==> config.mk <==
export PLATFORM = sky130hd
export DESIGN_NAME = ic_resp_block
export DESIGN_NICKNAME = d
export VERILOG_FILES = /design/src/ic_xbar_pkg.sv /design/src/ic_resp_block.sv
export VERILOG_INCLUDE_DIRS = /design/src
export SDC_FILE = /design/constraint.sdc
export NUM_CORES = 1
export LEC_CHECK = 0
export BUFFER_PORTS_ARGS = -buffer_cell sky130_fd_sc_hd__buf_2
export CAP_MARGIN = 20
export CORE_MARGIN = 4
export CORE_UTILIZATION = 24
export CTS_CLUSTER_SIZE = 20
export DETAILED_ROUTE_END_ITERATION = 16
export GPL_ROUTABILITY_DRIVEN = 0
export PLACE_DENSITY_LB_ADDON = 0.08
export RECOVER_POWER = 25
export SETUP_SLACK_MARGIN = 0.15
export SLEW_MARGIN = 10
export SYNTH_ARGS = -nofsm -noshare
export SYNTH_HDL_FRONTEND = slang
export SYNTH_SLANG_ARGS = --single-unit
==> constraint.sdc <==
create_clock -name clk -period 1.1 [get_ports clk]
set_input_delay 0.055 -clock clk [delete_from_list [all_inputs] [get_ports clk]]
set_output_delay 0.055 -clock clk [all_outputs]
set_load 0.01 [all_outputs]
==> src/ic_xbar_macros.svh <==
// Size and width constants for the read-only instruction-cache crossbar.
// Included by the package and by every RTL file that sizes a port.
// Change the master or bank count here. The bank count must be a power of two.

`ifndef IC_XBAR_MACROS_SVH
`define IC_XBAR_MACROS_SVH

////////////////////////////////////////
// Crossbar geometry
////////////////////////////////////////

// Fetch masters on the request side
`define IC_N_MASTER 4

// Interleaved memory banks on the bank side
`define IC_N_BANK 4

////////////////////////////////////////
// Bus widths
////////////////////////////////////////

// Byte address from the fetch unit
`define IC_ADDR_WIDTH 32

// Read data word returned by a bank
`define IC_DATA_WIDTH 32

// Lowest address bit of the bank index
// Word interleaving puts consecutive words in consecutive banks
`define IC_BANK_LSB 2

`endif
==> src/ic_xbar_pkg.sv <==
// Shared types for the instruction-cache crossbar.
// Modules import this package inside their body and use scoped names on ports.
// All sizes follow the macros header.

`include "ic_xbar_macros.svh"

package ic_xbar_pkg;

   ////////////////////////////////////////
   // Derived index widths
   ////////////////////////////////////////

   // Bank number width, never below one bit
   localparam int BANK_IDX_W   = (`IC_N_BANK > 1) ? $clog2(`IC_N_BANK) : 1;

   // Master number width for the round-robin pointer
   localparam int MASTER_IDX_W = (`IC_N_MASTER > 1) ? $clog2(`IC_N_MASTER) : 1;

   ////////////////////////////////////////
   // Payload types
   ////////////////////////////////////////

   // Fetch address
   typedef logic [`IC_ADDR_WIDTH-1:0] addr_t;

   // Read data word
   typedef logic [`IC_DATA_WIDTH-1:0] rdata_t;

   // Bank number taken from the address
   typedef logic [BANK_IDX_W-1:0]     bank_idx_t;

   // One-hot master ID, bit m set means master m
   typedef logic [`IC_N_MASTER-1:0]   master_id_t;

endpackage

==> src/ic_resp_block.sv <==
// Response block for one fetch master.
// Remembers which bank accepted the master's last request and, one cycle
// later, returns that bank's r_valid bit and read data.
// Back-to-back accepts keep the pending flag set and reload the bank number.

`include "ic_xbar_macros.svh"

module ic_resp_block
(
   input  logic                                          clk,
   input  logic                                          arst_n_i,

   // Accept strobe and target bank from the request side
   input  logic                                          accept_i,
   input  ic_xbar_pkg::bank_idx_t                        bank_sel_i,

   // Per-bank response strobes for this master and shared bank read data
   input  logic [`IC_N_BANK-1:0]                         bank_r_valid_i,
   input  ic_xbar_pkg::rdata_t [`IC_N_BANK-1:0]          bank_r_rdata_i,

   // Master response
   output logic                                          r_valid_o,
   output ic_xbar_pkg::rdata_t                           r_rdata_o
);

   import ic_xbar_pkg::*;

   // A response is due in the current cycle
   logic      pending_q;

   // Bank that accepted the outstanding request
   bank_idx_t sel_q;

   ////////////////////////////////////////
   // Outstanding request tracking
   ////////////////////////////////////////

   always_ff @(posedge clk or negedge arst_n_i)
   begin
      if (!arst_n_i)
         pending_q <= 1'b0;
      else
         pending_q <= accept_i;
   end

   // Reloaded on every accept
   always_ff @(posedge clk)
   begin
      if (accept_i)
         sel_q <= bank_sel_i;
   end

   ////////////////////////////////////////
   // Response mux
   ////////////////////////////////////////

   // Strobe from the remembered bank only
   assign r_valid_o = pending_q & bank_r_valid_i[sel_q];

   // Read data of the remembered bank
   assign r_rdata_o = bank_r_rdata_i[sel_q];

   // No bank answers this master unless it has a request outstanding
   a_no_stray_resp : assert property (@(posedge clk) disable iff (!arst_n_i)
      !pending_q |-> (bank_r_valid_i == '0));

endmodule

# After elaboration in Yosys (flattened, before gate mapping)
# Cells that the tools add are included.
[classes]
add_sub_neg = 0
n_mul = 0
div = 0
n_lt_le_gt_ge = 1
eq_ne = 0
shifts = 0
mux = 4
bitwise_logic = 1
n_reduce_logical = 0
[ops]
columns = ["operator", "count"]
rows = [
  ["$bmux W32 S2", 1],
  ["$mux W32", 1],
  ["$lt A2 B3 Y1 const B", 1],
  ["$bmux W1 S2", 1],
  ["$and A1 B1 Y1", 1],
  ["$mux W1", 1],
]
[word_totals]
ff_bits = 3
latch_bits = 0
ramBits = 0
mem_bits_ro = 0
in_bits = 137
wordCells = 8
n_memories = 0

# Longest topological paths before layout
[logic_depth]
ltp_word = 3
mapped_depth = 3
depth_no_buf = 2

# Worst setup path before layout
# Ideal clock, no wire load.
[synth_path]
kind = "reg-to-output"
from = "register sel_q[0]"
to = "output r_rdata_o[10]"
arrival_time_ps = 1137
required_time_ps = 1045
path_slack_ps = -92
path_stages_with_launch = 4
path_cell_list = "edfxtp_1 buf_6 buf_12 mux4_2"
[synth_between]
elab_chain_len = 2
[synth_lines]
columns = ["element", "line_no", "text"]
rows = [
  ["start: declaration", "ic_resp_block.sv:32", "bank_idx_t sel_q;"],
  ["start signal: assignment", "ic_resp_block.sv:50", "sel_q <= bank_sel_i;"],
  ["$bmux W32 S2", "ic_resp_block.sv:61", "assign r_rdata_o = bank_r_rdata_i[sel_q];"],
  ["$mux W32 (not written as such)", "ic_resp_block.sv:61", ""],
  ["end: declaration", "ic_resp_block.sv:23", "output ic_xbar_pkg::rdata_t r_rdata_o"],
]
# No other way between the ends. The select of a mux whose other input is x is not followed.

# Final worst setup path
[layout_path]
from = "register sel_q[0]"
to = "output r_rdata_o[12]"
# Same word-level chain as after synthesis.

==> results.toml <==
[synth]
syn_avg_cell_area_um2 = 20.71
synth_nets = 182
netlist_instances = 45
yosysSeqAreaShare_pct = 9.128
synth-seq-cells = 3
ys_warn_count = 0
netlist_area_um2 = 932.1
ys_types = 9

[placed_design]
port_buffers = 169
hpwl_mm = 4.631
dp.cells = 265

[sta]
fmax_ghz = 0.6250
relSlewSlack_pct = 84.46
rsz0062_at_grt = "true"
worst_pin_slew_ps = 233.1
finalSetupTns_ps = -15300
fin_crit_sh_pct = 145.5
setup_viol = 33
hold_viol = 0
layout_setup_ws_ps = -500.0
fin_hold_ws_ps = 26.20
period_minus_slack_ps = 1600
slew_viol_final = 0

[clock_network]
tritoncts = "done"
numCtsBuffers = 3
numClockSinks = 3
clockRootBuffer = "clkbuf_8"
cts.clk_slew.worst_paths_ps = 30
htree_levels = 1
cts.path.max_buffers = 2

[worst_setup_path]
cpMaxStageDelayCell = "mux4_2"
path_buf_inv = 3
path_max_fanout = 10
cp-start-kind = "flip-flop"
cp.required_ps = 1040
path_common_cell = "buf_6"
crit_arrival_ps = 1540
crit_chain = "buf_6, buf_12, mux4_2, buf_6"
cpPeakStageDelay_ps = 510
cp_top_family = "multiplexers"
critPathKind = "flip-flop to output port"
crit_path_end_kind = "output port"

[layout]
final_net_count = 363
final_util_pct = 57.34
area_delta_synth_final_pct = 128.6
final_layout_size_suffix_gt1_share_pct = 97.33
num-fill-cells = 335
num_antenna_cells = 0
stdcell_count = 273
layout_common_cells = "buf_2 (147), mux4_2 (33), buf_6 (24), buf_12 (5), buf_4 (5)"
final_common_cell = "buf_2"

[routing]
detail-route-antenna-nets = 0
drt_iter0_markers = 40
firstDrtPassIters = 4
vias_per_cell = 4.788
routed_wl_mm = 5.032
drc = 0
vias = 1307
wire_per_inst_um = 18.43

[grt]
grt_overflow = 0
met1_usage_pct = 19.47
grt_start_max_net_pins = 21
use_met2_pct = 37.53
antenna_found_initial = 0
grt-busiest-layer = "met2"
grt_pass1_wl_mm = 7.272
grt_pass1_vias = 1481
track_usage_pct = 18.91
met3_usage_pct = 6.043

[power_and_ir_drop]
peakVddDrop_uv = 738.4
power_mw = 1.556
power.density_nw_per_um2 = 730.4
p_leak_nw = 1.084

[outcome]
status = "finished, violations left"
violations = "setup timing"

[die]
io-pin-count = 170
rows = 22
die_w_um = 70.32
die-area_um2 = 4945
start_util_pct = 25.08
dieHeight_um = 70.32
core_um2 = 3716

[flow_run]
cap_viol_max_count = 0

[min_path]
hp-class = "input port to flip-flop"
[flip-flops by register name, indices dropped and copies added (netlist names)]
signal     flops
sel_q          2
pending_q      1
[where the power goes]
group | switching [mW] | total, mW | internal [mW]
Clock | 0.0675 | 0.314 | 0.247
Sequential | 0.00863 | 0.139 | 0.131
Combinational | 0.379 | 1.10 | 0.723
Total | 0.456 | 1.56 | 1.10
[kinds of logic (layout without fill, tap and decap cells)]
logic type    after synthesis  after routing  share of synthesized area (%)
flops                       3              3                          9.127
buf+inv                     8            188                          9.664
mux                        33             33                          80.54
simple gates                1              1                         0.6716
[stage by stage]
step	setup WS, ps	area [um^2]
2_1_floorplan	-91.71	934.6
3_3_place_gp	-253.1	1896
3_5_place_dp	-284.9	1896
4_1_cts	-517.3	1961
5_1_grt	-560.0	2131
6_report	-500.0	2131
[worst paths after layout]
check	from	end	slack (ps)	depth (start not counted)
min in group asynchronous	arst_n_i	pending_q$_DFF_PN0_	150	2
worst min-delay path	bank_sel_i[1]	sel_q[1]$_DFFE_PP_	30	1
max in group asynchronous	arst_n_i	pending_q$_DFF_PN0_	870	2
worst max-delay path	sel_q[0]$_DFFE_PP_	r_rdata_o[12]	-500	4
[Yosys cell counts]
library cell | instances | area share, %
and2_1 | 1 | 0.67
edfxtp_1 | 2 | 6.4
buf_2 | 3 | 1.6
buf_12 | 3 | 6.4
clkbuf_1 | 1 | 0.40
buf_6 | 1 | 1.2
mux4_2 | 31 | 75
dfrtp_1 | 1 | 2.7
mux4_1 | 2 | 5.6
[layout make-up]
type | count | area [um^2] | share of cell area [%]
multi-input cells | 34 | 752.0 | 35.29
repair buffers | 184 | 1189 | 55.78
flip-flops and latches | 3 | 85.08 | 3.993
well taps | 48 | 60.06 | 2.819
clock buffers | 4 | 45.04 | 2.114
[layer usage]
metal,vias to the layer above,wire length [um]
li1,587,-
met1,616,1683
met2,98,2769
met3,6,518
met4,0,59
met5,-,0
[what timing repair did]
action,in CTS,in global routing
hold endpoints to repair,2,0
buffers inserted,0,1
cloned,0,1
hold buffers,2,0
setup endpoints to repair,33,33
gates resized for setup,0,26
(Power assumes the default switching activity.)
